## src/design/issuePkg.sv

```systemverilog
package issuePkg;

    // Datapath and field widths
    localparam int dataWidth     = 16;
    localparam int regAddrWidth  = 4;
    localparam int memAddrWidth  = 8;
    localparam int minorOpWidth  = 4;
    localparam int unitEnWidth   = 5;
    localparam int wbSourceWidth = 2;

    // Bit positions in unitEnable
    localparam int enAlu0    = 0;
    localparam int enAlu1    = 1;
    localparam int enComplex = 2;
    localparam int enMem     = 3;
    localparam int enBranch  = 4;

    // ALU minor opcodes
    localparam logic [minorOpWidth-1:0] opAdd   = 4'd0;
    localparam logic [minorOpWidth-1:0] opSub   = 4'd1;
    localparam logic [minorOpWidth-1:0] opAnd   = 4'd2;
    localparam logic [minorOpWidth-1:0] opOr    = 4'd3;
    localparam logic [minorOpWidth-1:0] opXor   = 4'd4;
    localparam logic [minorOpWidth-1:0] opShl   = 4'd5;
    localparam logic [minorOpWidth-1:0] opShr   = 4'd6;
    localparam logic [minorOpWidth-1:0] opSra   = 4'd7;
    localparam logic [minorOpWidth-1:0] opSlt   = 4'd8;
    localparam logic [minorOpWidth-1:0] opSltu  = 4'd9;
    localparam logic [minorOpWidth-1:0] opPassB = 4'd10;

    // Branch minor opcodes
    localparam logic [minorOpWidth-1:0] brEq     = 4'd0;
    localparam logic [minorOpWidth-1:0] brNe     = 4'd1;
    localparam logic [minorOpWidth-1:0] brLt     = 4'd2;
    localparam logic [minorOpWidth-1:0] brLtu    = 4'd3;
    localparam logic [minorOpWidth-1:0] brAlways = 4'd4;

    // Memory minor opcodes
    localparam logic [minorOpWidth-1:0] memLoad  = 4'd0;
    localparam logic [minorOpWidth-1:0] memStore = 4'd1;

    // Writeback source select
    localparam logic [wbSourceWidth-1:0] wbAlu0   = 2'd0;
    localparam logic [wbSourceWidth-1:0] wbAlu1   = 2'd1;
    localparam logic [wbSourceWidth-1:0] wbMem    = 2'd2;
    localparam logic [wbSourceWidth-1:0] wbBranch = 2'd3;

    typedef struct packed {
        logic [minorOpWidth-1:0]  minorOpcode;
        logic [unitEnWidth-1:0]   unitEnable;
        logic [wbSourceWidth-1:0] wbSource;
        logic                     wbEn;
        logic [regAddrWidth-1:0]  wbAddr;
        logic [dataWidth-1:0]     dataA;
        logic [dataWidth-1:0]     dataB;
    } issueInstrT;

    // Same operand bundle goes to every unit
    typedef struct packed {
        logic [minorOpWidth-1:0] minorOpcode;
        logic [dataWidth-1:0]    dataA;
        logic [dataWidth-1:0]    dataB;
    } unitOpT;

    typedef struct packed {
        logic                     en;
        logic [wbSourceWidth-1:0] source;
        logic [regAddrWidth-1:0]  addr;
    } wbCtrlT;

    typedef struct packed {
        logic                    en;
        logic [regAddrWidth-1:0] addr;
        logic [dataWidth-1:0]    data;
    } wbResultT;

endpackage

```

## src/design/instructionIssue.sv

```systemverilog
`timescale 1ns/10ps

module instructionIssue (
    input  logic                 clk,
    input  logic                 arstN,
    input  issuePkg::issueInstrT instr,
    input  logic                 memReady,
    output issuePkg::unitOpT     unitOp,
    output logic                 alu0En,
    output logic                 alu1En,
    output logic                 branchEn,
    output logic                 memIssue,
    output logic                 stall,
    output issuePkg::wbCtrlT     wbCtrl
);

    import issuePkg::*;

    // Set while a memory request waits for the load/store unit
    logic stallBuf;

    // Opcode and operands are broadcast, the strobes pick the unit
    assign unitOp.minorOpcode = instr.minorOpcode;
    assign unitOp.dataA       = instr.dataA;
    assign unitOp.dataB       = instr.dataB;

    // One-hot unit strobes, complex lane bit is ignored
    assign alu0En   = instr.unitEnable[enAlu0];
    assign alu1En   = instr.unitEnable[enAlu1];
    assign branchEn = instr.unitEnable[enBranch];

    // Request level toward the load/store unit
    assign memIssue = instr.unitEnable[enMem] | stallBuf;

    // Hold upstream while the unit is still recovering
    assign stall = memIssue & ~memReady;

    // Writeback control travels on to the writeback stage
    assign wbCtrl.en     = instr.wbEn;
    assign wbCtrl.source = instr.wbSource;
    assign wbCtrl.addr   = instr.wbAddr;

    // Reloaded on every request cycle, so it clears once accepted
    always_ff @(posedge clk or negedge arstN) begin
        if (!arstN) begin
            stallBuf <= 1'b0;
        end else if (memIssue) begin
            stallBuf <= ~memReady;
        end
    end

endmodule

```

## src/design/simpleAlu.sv

```systemverilog
`timescale 1ns/10ps

module simpleAlu (
    input  issuePkg::unitOpT                    unitOp,
    input  logic                                en,
    output logic [issuePkg::dataWidth-1:0]      result
);

    import issuePkg::*;

    logic [dataWidth-1:0] opA;
    logic [dataWidth-1:0] opB;
    logic [3:0]           shamt;
    logic [dataWidth-1:0] aluOut;

    assign opA   = unitOp.dataA;
    assign opB   = unitOp.dataB;
    // Shift amount from the low bits of B
    assign shamt = opB[3:0];

    always_comb begin
        case (unitOp.minorOpcode)
            opAdd:   aluOut = opA + opB;
            opSub:   aluOut = opA - opB;
            opAnd:   aluOut = opA & opB;
            opOr:    aluOut = opA | opB;
            opXor:   aluOut = opA ^ opB;
            opShl:   aluOut = opA << shamt;
            opShr:   aluOut = opA >> shamt;
            opSra:   aluOut = $unsigned($signed(opA) >>> shamt);
            opSlt: begin
                aluOut = {{(dataWidth-1){1'b0}}, ($signed(opA) < $signed(opB))};
            end
            opSltu: begin
                aluOut = {{(dataWidth-1){1'b0}}, (opA < opB)};
            end
            opPassB: aluOut = opB;
            // Unassigned codes
            default: aluOut = '0;
        endcase
    end

    // Idle lane drives zero
    assign result = en ? aluOut : '0;

endmodule

```

## src/design/branchUnit.sv

```systemverilog
`timescale 1ns/10ps

module branchUnit (
    input  logic                               clk,
    input  logic                               arstN,
    input  issuePkg::unitOpT                   unitOp,
    input  logic                               en,
    output logic                               taken,
    output logic [issuePkg::dataWidth-1:0]     target,
    output logic [issuePkg::dataWidth-1:0]     compareFlag
);

    import issuePkg::*;

    logic condMet;

    always_comb begin
        case (unitOp.minorOpcode)
            brEq:     condMet = (unitOp.dataA == unitOp.dataB);
            brNe:     condMet = (unitOp.dataA != unitOp.dataB);
            brLt:     condMet = ($signed(unitOp.dataA) < $signed(unitOp.dataB));
            brLtu:    condMet = (unitOp.dataA < unitOp.dataB);
            brAlways: condMet = 1'b1;
            default:  condMet = 1'b0;
        endcase
    end

    // Taken only pulses for the cycle after a branch issue
    always_ff @(posedge clk or negedge arstN) begin
        if (!arstN) begin
            taken <= 1'b0;
        end else begin
            taken <= en & condMet;
        end
    end

    // Target and flag hold until the next branch
    always_ff @(posedge clk) begin
        if (en) begin
            target      <= unitOp.dataB;
            compareFlag <= {{(dataWidth-1){1'b0}}, condMet};
        end
    end

endmodule

```

## src/design/loadStoreUnit.sv

```systemverilog
`timescale 1ns/10ps

module loadStoreUnit (
    input  logic                               clk,
    input  logic                               arstN,
    input  issuePkg::unitOpT                   unitOp,
    input  logic                               memIssue,
    output logic                               memReady,
    output logic [issuePkg::dataWidth-1:0]     loadData
);

    import issuePkg::*;

    localparam int memDepth = 1 << memAddrWidth;

    logic [dataWidth-1:0]    mem [memDepth];
    logic [memAddrWidth-1:0] addr;
    logic                    accept;
    logic                    isStore;
    logic                    readyQ;

    // Word address from the low bits of A
    assign addr    = unitOp.dataA[memAddrWidth-1:0];
    assign isStore = (unitOp.minorOpcode == memStore);

    // Request and readiness both high at the edge
    assign accept = memIssue & readyQ;

    assign memReady = readyQ;

    // One recovery cycle after every accepted access
    always_ff @(posedge clk or negedge arstN) begin
        if (!arstN) begin
            readyQ <= 1'b1;
        end else begin
            readyQ <= ~accept;
        end
    end

    // Single write port
    always_ff @(posedge clk) begin
        if (accept && isStore) begin
            mem[addr] <= unitOp.dataB;
        end
    end

    // Load word is registered at the accepting edge
    always_ff @(posedge clk or negedge arstN) begin
        if (!arstN) begin
            loadData <= '0;
        end else if (accept && !isStore) begin
            loadData <= mem[addr];
        end
    end

endmodule

```

## src/design/writebackSelect.sv

```systemverilog
`timescale 1ns/10ps

module writebackSelect (
    input  logic                               clk,
    input  logic                               arstN,
    input  issuePkg::wbCtrlT                   wbCtrl,
    input  logic                               stall,
    input  logic [issuePkg::dataWidth-1:0]     alu0Result,
    input  logic [issuePkg::dataWidth-1:0]     alu1Result,
    input  logic [issuePkg::dataWidth-1:0]     branchFlag,
    input  logic [issuePkg::dataWidth-1:0]     loadData,
    output issuePkg::wbResultT                 wb
);

    import issuePkg::*;

    wbCtrlT               ctrlQ;
    logic [dataWidth-1:0] alu0Q;
    logic [dataWidth-1:0] alu1Q;

    // A stalled instruction retires later, so its write is dropped here
    always_ff @(posedge clk or negedge arstN) begin
        if (!arstN) begin
            ctrlQ <= '0;
        end else begin
            ctrlQ.en     <= wbCtrl.en & ~stall;
            ctrlQ.source <= wbCtrl.source;
            ctrlQ.addr   <= wbCtrl.addr;
        end
    end

    // ALU results delayed to line up with load data and branch flag
    always_ff @(posedge clk) begin
        alu0Q <= alu0Result;
        alu1Q <= alu1Result;
    end

    assign wb.en   = ctrlQ.en;
    assign wb.addr = ctrlQ.addr;

    always_comb begin
        case (ctrlQ.source)
            wbAlu0:   wb.data = alu0Q;
            wbAlu1:   wb.data = alu1Q;
            wbMem:    wb.data = loadData;
            wbBranch: wb.data = branchFlag;
            default:  wb.data = '0;
        endcase
    end

endmodule

```

## src/design/executeCore.sv

```systemverilog
`timescale 1ns/10ps

module executeCore (
    input  logic                               clk,
    input  logic                               arstN,
    input  issuePkg::issueInstrT               instr,
    output logic                               stall,
    output logic                               branchTaken,
    output logic [issuePkg::dataWidth-1:0]     branchTarget,
    output issuePkg::wbResultT                 wb
);

    import issuePkg::*;

    unitOpT               unitOp;
    wbCtrlT               wbCtrl;
    logic                 alu0En;
    logic                 alu1En;
    logic                 branchEn;
    logic                 memIssue;
    logic                 memReady;
    logic [dataWidth-1:0] alu0Result;
    logic [dataWidth-1:0] alu1Result;
    logic [dataWidth-1:0] compareFlag;
    logic [dataWidth-1:0] loadData;

    instructionIssue issue0 (
        .clk      (clk),
        .arstN    (arstN),
        .instr    (instr),
        .memReady (memReady),
        .unitOp   (unitOp),
        .alu0En   (alu0En),
        .alu1En   (alu1En),
        .branchEn (branchEn),
        .memIssue (memIssue),
        .stall    (stall),
        .wbCtrl   (wbCtrl)
    );

    // Two identical simple lanes
    simpleAlu alu0 (
        .unitOp (unitOp),
        .en     (alu0En),
        .result (alu0Result)
    );

    simpleAlu alu1 (
        .unitOp (unitOp),
        .en     (alu1En),
        .result (alu1Result)
    );

    branchUnit branch0 (
        .clk         (clk),
        .arstN       (arstN),
        .unitOp      (unitOp),
        .en          (branchEn),
        .taken       (branchTaken),
        .target      (branchTarget),
        .compareFlag (compareFlag)
    );

    loadStoreUnit lsu0 (
        .clk      (clk),
        .arstN    (arstN),
        .unitOp   (unitOp),
        .memIssue (memIssue),
        .memReady (memReady),
        .loadData (loadData)
    );

    writebackSelect wbSel0 (
        .clk        (clk),
        .arstN      (arstN),
        .wbCtrl     (wbCtrl),
        .stall      (stall),
        .alu0Result (alu0Result),
        .alu1Result (alu1Result),
        .branchFlag (compareFlag),
        .loadData   (loadData),
        .wb         (wb)
    );

endmodule

```

## config.mk

```make
export PLATFORM = sky130hd
export DESIGN_NAME = executeCore
export DESIGN_NICKNAME = d
export VERILOG_FILES = /design/src/design/issuePkg.sv /design/src/design/instructionIssue.sv /design/src/design/simpleAlu.sv /design/src/design/branchUnit.sv /design/src/design/loadStoreUnit.sv /design/src/design/writebackSelect.sv /design/src/design/executeCore.sv
export SDC_FILE = /design/constraint.sdc
export NUM_CORES = 2
export LEC_CHECK = 0
export BUFFER_PORTS_ARGS = -buffer_cell sky130_fd_sc_hd__buf_2
export CORE_MARGIN = 1.5
export CORE_UTILIZATION = 49
export CTS_CLUSTER_SIZE = 40
export DETAILED_ROUTE_END_ITERATION = 6
export HOLD_SLACK_MARGIN = 0.06
export PLACE_DENSITY = 0.67
export SLEW_MARGIN = 30
export SYNTH_ARGS = -nofsm -noshare
export SYNTH_HDL_FRONTEND = slang
export SYNTH_SLANG_ARGS = --single-unit
```

## constraint.sdc

```tcl
create_clock -name clk -period 2.94 [get_ports clk]
set_input_delay 0 -clock clk [delete_from_list [all_inputs] [get_ports clk]]
set_output_delay 0 -clock clk [all_outputs]
set_load 0.01 [all_outputs]
```

==> Word-level counts from Yosys, hierarchy flattened <==
Memory sizes are Yosys's and may differ from the RTL's. A register that Yosys moved wholly into a read port is not among the register bits.
Index checks and enable logic that the tools add are counted.
{ "word_totals": {"out_inout_bits": 39, "ramBits": 4096, "ff_bits": 59, "rom_bits": 0, "latchBits": 0, "mem_count": 1, "in_bits": 50} }
{ "memory_table": {"columns": ["memory", "depth", "width", "rd", "rd_clocked_by_memory_dff", "wr", "line", "rtl"], "rows": [
  ["lsu0.mem", 256, 16, 1, 1, 1, "loadStoreUnit.sv:16", "logic [dataWidth-1:0] mem [memDepth];"]
]} }
{ "op_classes": {"multipliers": 0, "order_cmp": 2, "div_mod_pow": 0, "shifts": 3, "addsub": 2, "bitwise": 11, "mux": 5, "n_eq_ne": 15, "n_reduce_logical": 6} }
{ "op_table": {"columns": ["op", "count"], "rows": [
  ["$pmux 16 s11", 1],
  ["$pmux 16 s4", 1],
  ["$lt 16x16->1", 2],
  ["$add 16x16->16", 1],
  ["$and 16x16->16", 1],
  ["$eq 16x16->1", 1],
  ["$eq 4x3->1 const B", 4],
  ["$ne 16x16->1", 1],
  ["$or 16x16->16", 1],
  ["$shl 16x4->16", 1],
  ["$shr 16x4->16", 1],
  ["$sshr 16x4->16", 1],
  ["$sub 16x16->16", 1],
  ["$xor 16x16->16", 1],
  ["$eq 4x4->1 const B", 3],
  ["$eq 4x2->1 const B", 2],
  ["$pmux 1 s5", 1],
  ["$and 1x1->1", 4],
  ["$eq 2x2->1 const B", 2],
  ["$eq 4x1->1 const B", 1],
  ["$logic_not 4->1", 1],
  ["$not 1->1", 3],
  ["$eq 2x1->1 const B", 1],
  ["$logic_and 1x1->1", 2],
  ["4 further kinds", 6]
]} }

==> Longest topological paths before layout <==
{ "logic_depth": {"word_depth": 5, "depth_mapped": 18, "depth_no_buf": 12} }

==> By module <==
A second synthesis with hierarchy kept.
{ "unflattened": {"cells_unflattened": 8539, "hier_area_um2": 169148.5} }
{ "modules_own_cells": {"columns": ["mod", "cells_per_inst", "n_inst", "seq_area_each_um2", "area_each_um2"], "rows": [
  ["loadStoreUnit", 7029, 1, 123424.6, 157307.1],
  ["simpleAlu", 646, 2, 0.0, 4504.3],
  ["writebackSelect", 65, 1, 815.8, 1283.7],
  ["branchUnit", 103, 1, 535.5, 1152.4],
  ["instructionIssue", 50, 1, 25.0, 396.6]
]} }

==> Worst setup path before layout <==
No wires, ideal clock.
{ "synth_timing": {"path_type": "input port to flip-flop", "start": "input instr[18] in the netlist's numbering", "end": "register wbSel0.alu0Q[13]", "arrival_ns": 3.308, "t_required_ns": 2.825, "cell_stages": 16, "slack_ns": -0.483, "setup_ns": 0.115, "path_cell_list": "buf_2 clkinv_2 buf_2 buf_2 buf_2 buf_2 ha_1 clkbuf_1 nor2_1 a221oi_1 nor4b_1 o311a_1 o31ai_1 a221oi_1 nand2_1 and2_1"} }
{ "synth_between": {"elab_chain_cells": 2} }
{ "synth_lines": {"columns": ["item", "line", "rtl"], "rows": [
  ["start, declared", "executeCore.sv:6", "input issuePkg::issueInstrT instr,"],
  ["$sub 16x16->16 (tied with other cells)", "simpleAlu.sv:24", "opSub: aluOut = opA - opB;"],
  ["$pmux 16 s11 *", "simpleAlu.sv:22", "case (unitOp.minorOpcode)"],
  ["end signal, assigned", "writebackSelect.sv:34", "alu0Q <= alu0Result;"],
  ["end, declared", "writebackSelect.sv:18", "logic [dataWidth-1:0] alu0Q;"]
]} }
Mark *: on every way between the ends. The rest lies on a longest branch, timed or not.
A chain may end at the register's enable or synchronous reset.

==> Final worst setup path <==
{ "layout_timing": {"start": "register issue0.stallBuf", "end": "memory lsu0.mem[59][4], enable pin"} }
{ "layout_between": {"elab_chain_cells": 5} }
{ "layout_lines": {"columns": ["item", "line", "rtl"], "rows": [
  ["start, declared", "instructionIssue.sv:20", "logic stallBuf;"],
  ["start signal, assigned", "instructionIssue.sv:48", "stallBuf <= ~memReady;"],
  ["$or 1x1->1", "instructionIssue.sv:33", "assign memIssue = instr.unitEnable[enMem] | stallBuf;"],
  ["$and 1x1->1", "loadStoreUnit.sv:27", "assign accept = memIssue & readyQ;"],
  ["$logic_and 1x1->1", "loadStoreUnit.sv:42", "if (accept && isStore) begin"],
  ["$mux 1", "loadStoreUnit.sv:42", null],
  ["$mux 1 (not written as such)", "loadStoreUnit.sv:43", "mem[addr] <= unitOp.dataB;"],
  ["end, declared", "loadStoreUnit.sv:16", null]
]} }
Every way passes these cells.

==> impl.org <==
** Finish
- With fillers left out, the area of the finished cells amounts to between 0.15 and 0.2 mm^2.
- NumNets Final :: 8671
- Of the cells placed in the final design, the portion with a size suffix greater than 1 is 0.3207.
- Compared with the post-synthesis result, the final layout area differs by 17.00%.
- Post-Layout Cell Count :: about 13k

** Timing
- The smallest clock period supported by the final layout is computed as around 3 ns.
- Setup repair after global routing could not meet its margin everywhere.
- Highest Clock Rate :: approximately 330 MHz
- Of the available clock period, the critical path in the final layout requires 1.022.
- Actual slew at the worst max-slew pin :: ~1.1 ns
- Max transition margin :: 0.2763
- Final setup violation count :: 32
- Final hold analysis gives a worst-case slack of roughly 0.12 ns.
- Final-report hold violation count :: 0
- Setup TNS :: -1.138 ns
- Setup WS post-layout :: -0.06539 ns
- Max-slew violation count :: 0
- Max Clock Skew :: ~0.09 ns

** Route
- Before antenna repair, the detailed router went through 6 iterations.
- Drt drc :: 0
- Sum of routed wire length over all layers :: about 460000 um
- Post-detailed-route count of antenna-violating nets :: 0
- After detailed routing, the average wire length per cell comes to 34.63 um.
- Summing over every cut layer, the via total after detailed routing is between 80k and 90k.
- In the routed layout, each cell is associated on average with a via count of approximately 6.4.
- Starting DRT DRC Count :: 12.52k

** Run status
- Run status :: finished with violations
- Violations in the final reports :: setup timing

** Worst setup path
- Buf/Inv on CP :: 2
- Critical path start-end classification :: reg -> reg
- Cell breakdown of the critical path :: o21ai_1, buf_4, or3_1, nor2_1, buf_12
- Largest delay contributor family on the critical path :: simple AND/OR/NAND/NOR gates
- Worst endpoint required time :: 3.60 ns
- Setup crit end kind :: register
- The critical path crosses 5 cells after its start point.
- Category of the worst setup path launch point :: register
- CP Max Fanout :: 16
- Measured in cells, the most critical reg-to-reg path has a length of 5.
- CP Data Arrival Time :: ~3.7 ns
- The largest single stage delay on the critical path is around 0.8 ns.
- Among all stages on the critical path, the largest delay is contributed by o21ai_1.

** Floorplan
- Vertical die dimension :: 580.2 um
- In this run the horizontal extent of the chip is slightly below 600 um.
- Number of top-level pins :: 89
- The region available for standard cell placement spans 0.3308 mm^2.
- In this run the core area contains between 200 and 250 standard-cell rows.
- The die covers ~0.34 mm^2.
- Effective utilization at floorplan :: 0.4935

** Clock tree
- TritonCTS built the clock tree.
- After clock tree synthesis, the clock-pin slew on the worst setup and hold paths is ~0.06 ns.
- No sink is reached through more buffers than the 4 on the longest clock path.
- The later pin in the worst-skew pair is clocked with a latency of 1.00 ns.
- Maximum level of the CTS H-tree :: 5
- The tree is rooted in a clkbuf_16.
- Total CTS buffers :: 414
- Total clock sinks :: 4171

** Logic synthesis
- Nets in the synthesized netlist :: approximately 7.6k
- Synth area leader :: edfxtp_1
- Fraction of synthesis flops using an asynchronous set or reset pin :: 0.006234
- Distinct cell type count of the synthesized netlist :: 80
- Number of warnings printed during yosys synthesis :: 0
- In the post-synthesis netlist, the biggest area contributors are edfxtp_1, mux4_2, mux2i_1.
- After synthesis the cells add up to between 0.15 and 0.2 mm^2.
- For this run, the register share of the synthesized area comes to 0.7645.
- A synthesized cell averages approximately 22 um^2.
- Post-synth EDFFs :: between 4k and 5k
- Synthesis inferred between 4k and 5k register bits.
- Synth Flop Type :: edfxtp_1
- Proportion of netlist area held by the largest area contributor :: 0.7566
- Post-synthesis instance total :: around 7.5k

** Power
- In this run the static leakage power is approximately 61 nW.
- Max VDD drop :: between 0.0005 and 0.0006 V
- Power spread over the standard cell area amounts to around 650 mW/mm^2.

** GRT
- Initial antenna violation count :: 26
- The number of global-route vias before repair came to between 80k and 90k.
- Total grt overflow :: 0
- Maximum number of pins on one net before global-route repair :: just under 200
- The first global-routing pass estimated between 600000 and 700000 um of wire.
- Total Routing Usage GR :: 0.2718

** Place
- Buffers on Ports :: 87
- At the placement stage, the worst setup path has a slack of -0.7319 ns.
- Sum of net half-perimeters after detailed placement :: ~290000 um
- After detailed placement, the design holds a cell count of about 12k.
- At the end of routability-driven placement, the weighted congestion stood at approximately 0.94.
- Once placement finished, the instance area stood at around 0.18 mm^2.

** Run
- # Max-Cap Violations :: 0

** Min path
- The min-delay analysis places its worst path in the category in -> reg.
- The worst hold path passes through 3 cells.
-- cell families after synthesis --
| group | count (synthesis) | synth area share |
|---|---|---|
| buffers and inverters | 492 | 0.01518 |
| DFF | 4171 | 0.7645 |
| and+or+nand+nor | 779 | 0.02075 |
| AOI/OAI and AO/OA | 694 | 0.02919 |
| adders and majority gates | 57 | 0.004461 |
| xor gates and xnor gates | 7 | 0.0003756 |
| muxes | 1298 | 0.1655 |
-- area by class of cell --
cell class                 instances  area (um^2)
multi-input combinational       2835        36430
clock inverter                   249         2222
sequential                      4171       124800
inverter                          50        209.0
clock buffer                     518        10860
timing repair buffer            1092        10960
tap                             4366         5463
fill                           23510       139800
antenna                           14        35.03
-- through the flow --
step	power (mW)	utilization
3_3_place_gp	74.53	0.5342
4_1_cts	125.3	0.5765
6_report	124.9	0.5773
5_1_grt	128.0	0.5773
3_5_place_dp	74.65	0.5342
2_1_floorplan	70.46	-
-- final timing paths --
path	endpoint	slack [ns]	from
setup / recovery	lsu0.mem[59][4]$_DFFE_PP_	-0.07	issue0.stallBuf$_DFFE_PN0N_
hold / removal	lsu0.mem[150][4]$_DFFE_PP_	0.12	instr[4]
setup reg to reg	lsu0.mem[59][4]$_DFFE_PP_	-0.07	issue0.stallBuf$_DFFE_PN0N_
hold reg to reg	issue0.stallBuf$_DFFE_PN0N_	0.51	lsu0.memReady$_DFF_PN1_
max in group asynchronous	lsu0.loadData[7]$_DFFE_PN0P_	2.55	arstN
min in group asynchronous	lsu0.memReady$_DFF_PN1_	0.14	arstN
-- power by group --
part           total [mW]  leakage (nW)  internal [mW]  switching (mW)
Combinational        7.98          17.4           3.05            4.93
Clock                51.2          6.34           28.7            22.5
Sequential           65.7          37.5           65.5           0.296
Total                 125          61.2           97.2            27.8
-- cells in the mapped netlist, drive strengths merged, types with 6 or more instances --
library cell,n
nand2b,12
a21oi,137
o31ai,11
xnor2,6
a22oi,133
nor2,382
a31oi,30
a221oi,52
dfrtp,25
a221o,7
nand3,56
inv,46
a22o,51
nor4,10
mux2i,162
o211ai,27
mux4,1119
o22ai,48
ha,55
and2,25
a21o,6
nor2b,26
a32oi,15
nor3,29
clkbuf,213
o22a,6
nand2,192
o21ai,101
o21bai,7
edfxtp,4113
dfxtp,32
mux2,17
nand4,11
o32a,6
a211oi,20
buf,229
or3,11
-- cells in the final DEF (no fill, tap or decap), types with 14 or more instances in the layout --
cell type and count:
a211oi_1 18, a21oi_1 135, a221oi_1 49, a22o_1 51, a22oi_1 133, a31oi_1 29
a32oi_1 15, and2_1 23, buf_12 196, buf_2 67, buf_4 715, buf_8 15
bufinv_16 27, clkbuf_1 96, clkbuf_16 418, clkinv_1 100, clkinv_2 74, clkinvlp_4 20
dfrtp_1 25, dfxtp_1 32, diode_2 14, dlygate4sd3_1 83, edfxtp_1 4113, ha_1 53
inv_1 44, mux2_2 17, mux2i_1 162, mux4_2 1119, nand2_1 184, nand3_1 53
nor2_1 297, nor2_2 80, nor2b_1 21, nor3_1 27, o211ai_1 27, o21ai_0 94
o22ai_1 48
-- state kept, by name (all words and copies together) (netlist names) --
signal / count
wbSel0.wb: 5
wbSel0.alu1Q: 16
branch0.compareFlag: 1
wbSel0.alu0Q: 16
issue0.stallBuf: 1
branch0.taken: 1
wbSel0.ctrlQ: 2
lsu0.loadData: 16
lsu0.memReady: 1
lsu0.mem: 4096
branch0.target: 16
-- worst min-delay path, stage by stage --
cell           delay (ns)
dlygate4sd3_1        0.57
buf_12               0.18
buf_4                0.19
-- routing by layer --
layer  routed length, um  vias to the layer above  track usage
met2              212200                     5284       0.4137
li1                    -                    33880            -
met4               22500                       14       0.1169
met3               52780                      917      0.06444
met1              172800                    45400       0.3789
met5                 100                        -            0
-- timing repair --
action                                   CTS  global route
buffers inserted                           0             0
resized for setup                          5            22
endpoints found under the setup margin    61            37
hold buffers                              84             2
cloned                                     0             1
hold endpoints to repair                2007           136
pin swaps                                  0             0
No activity file was read; power rests on OpenSTA's default activity.
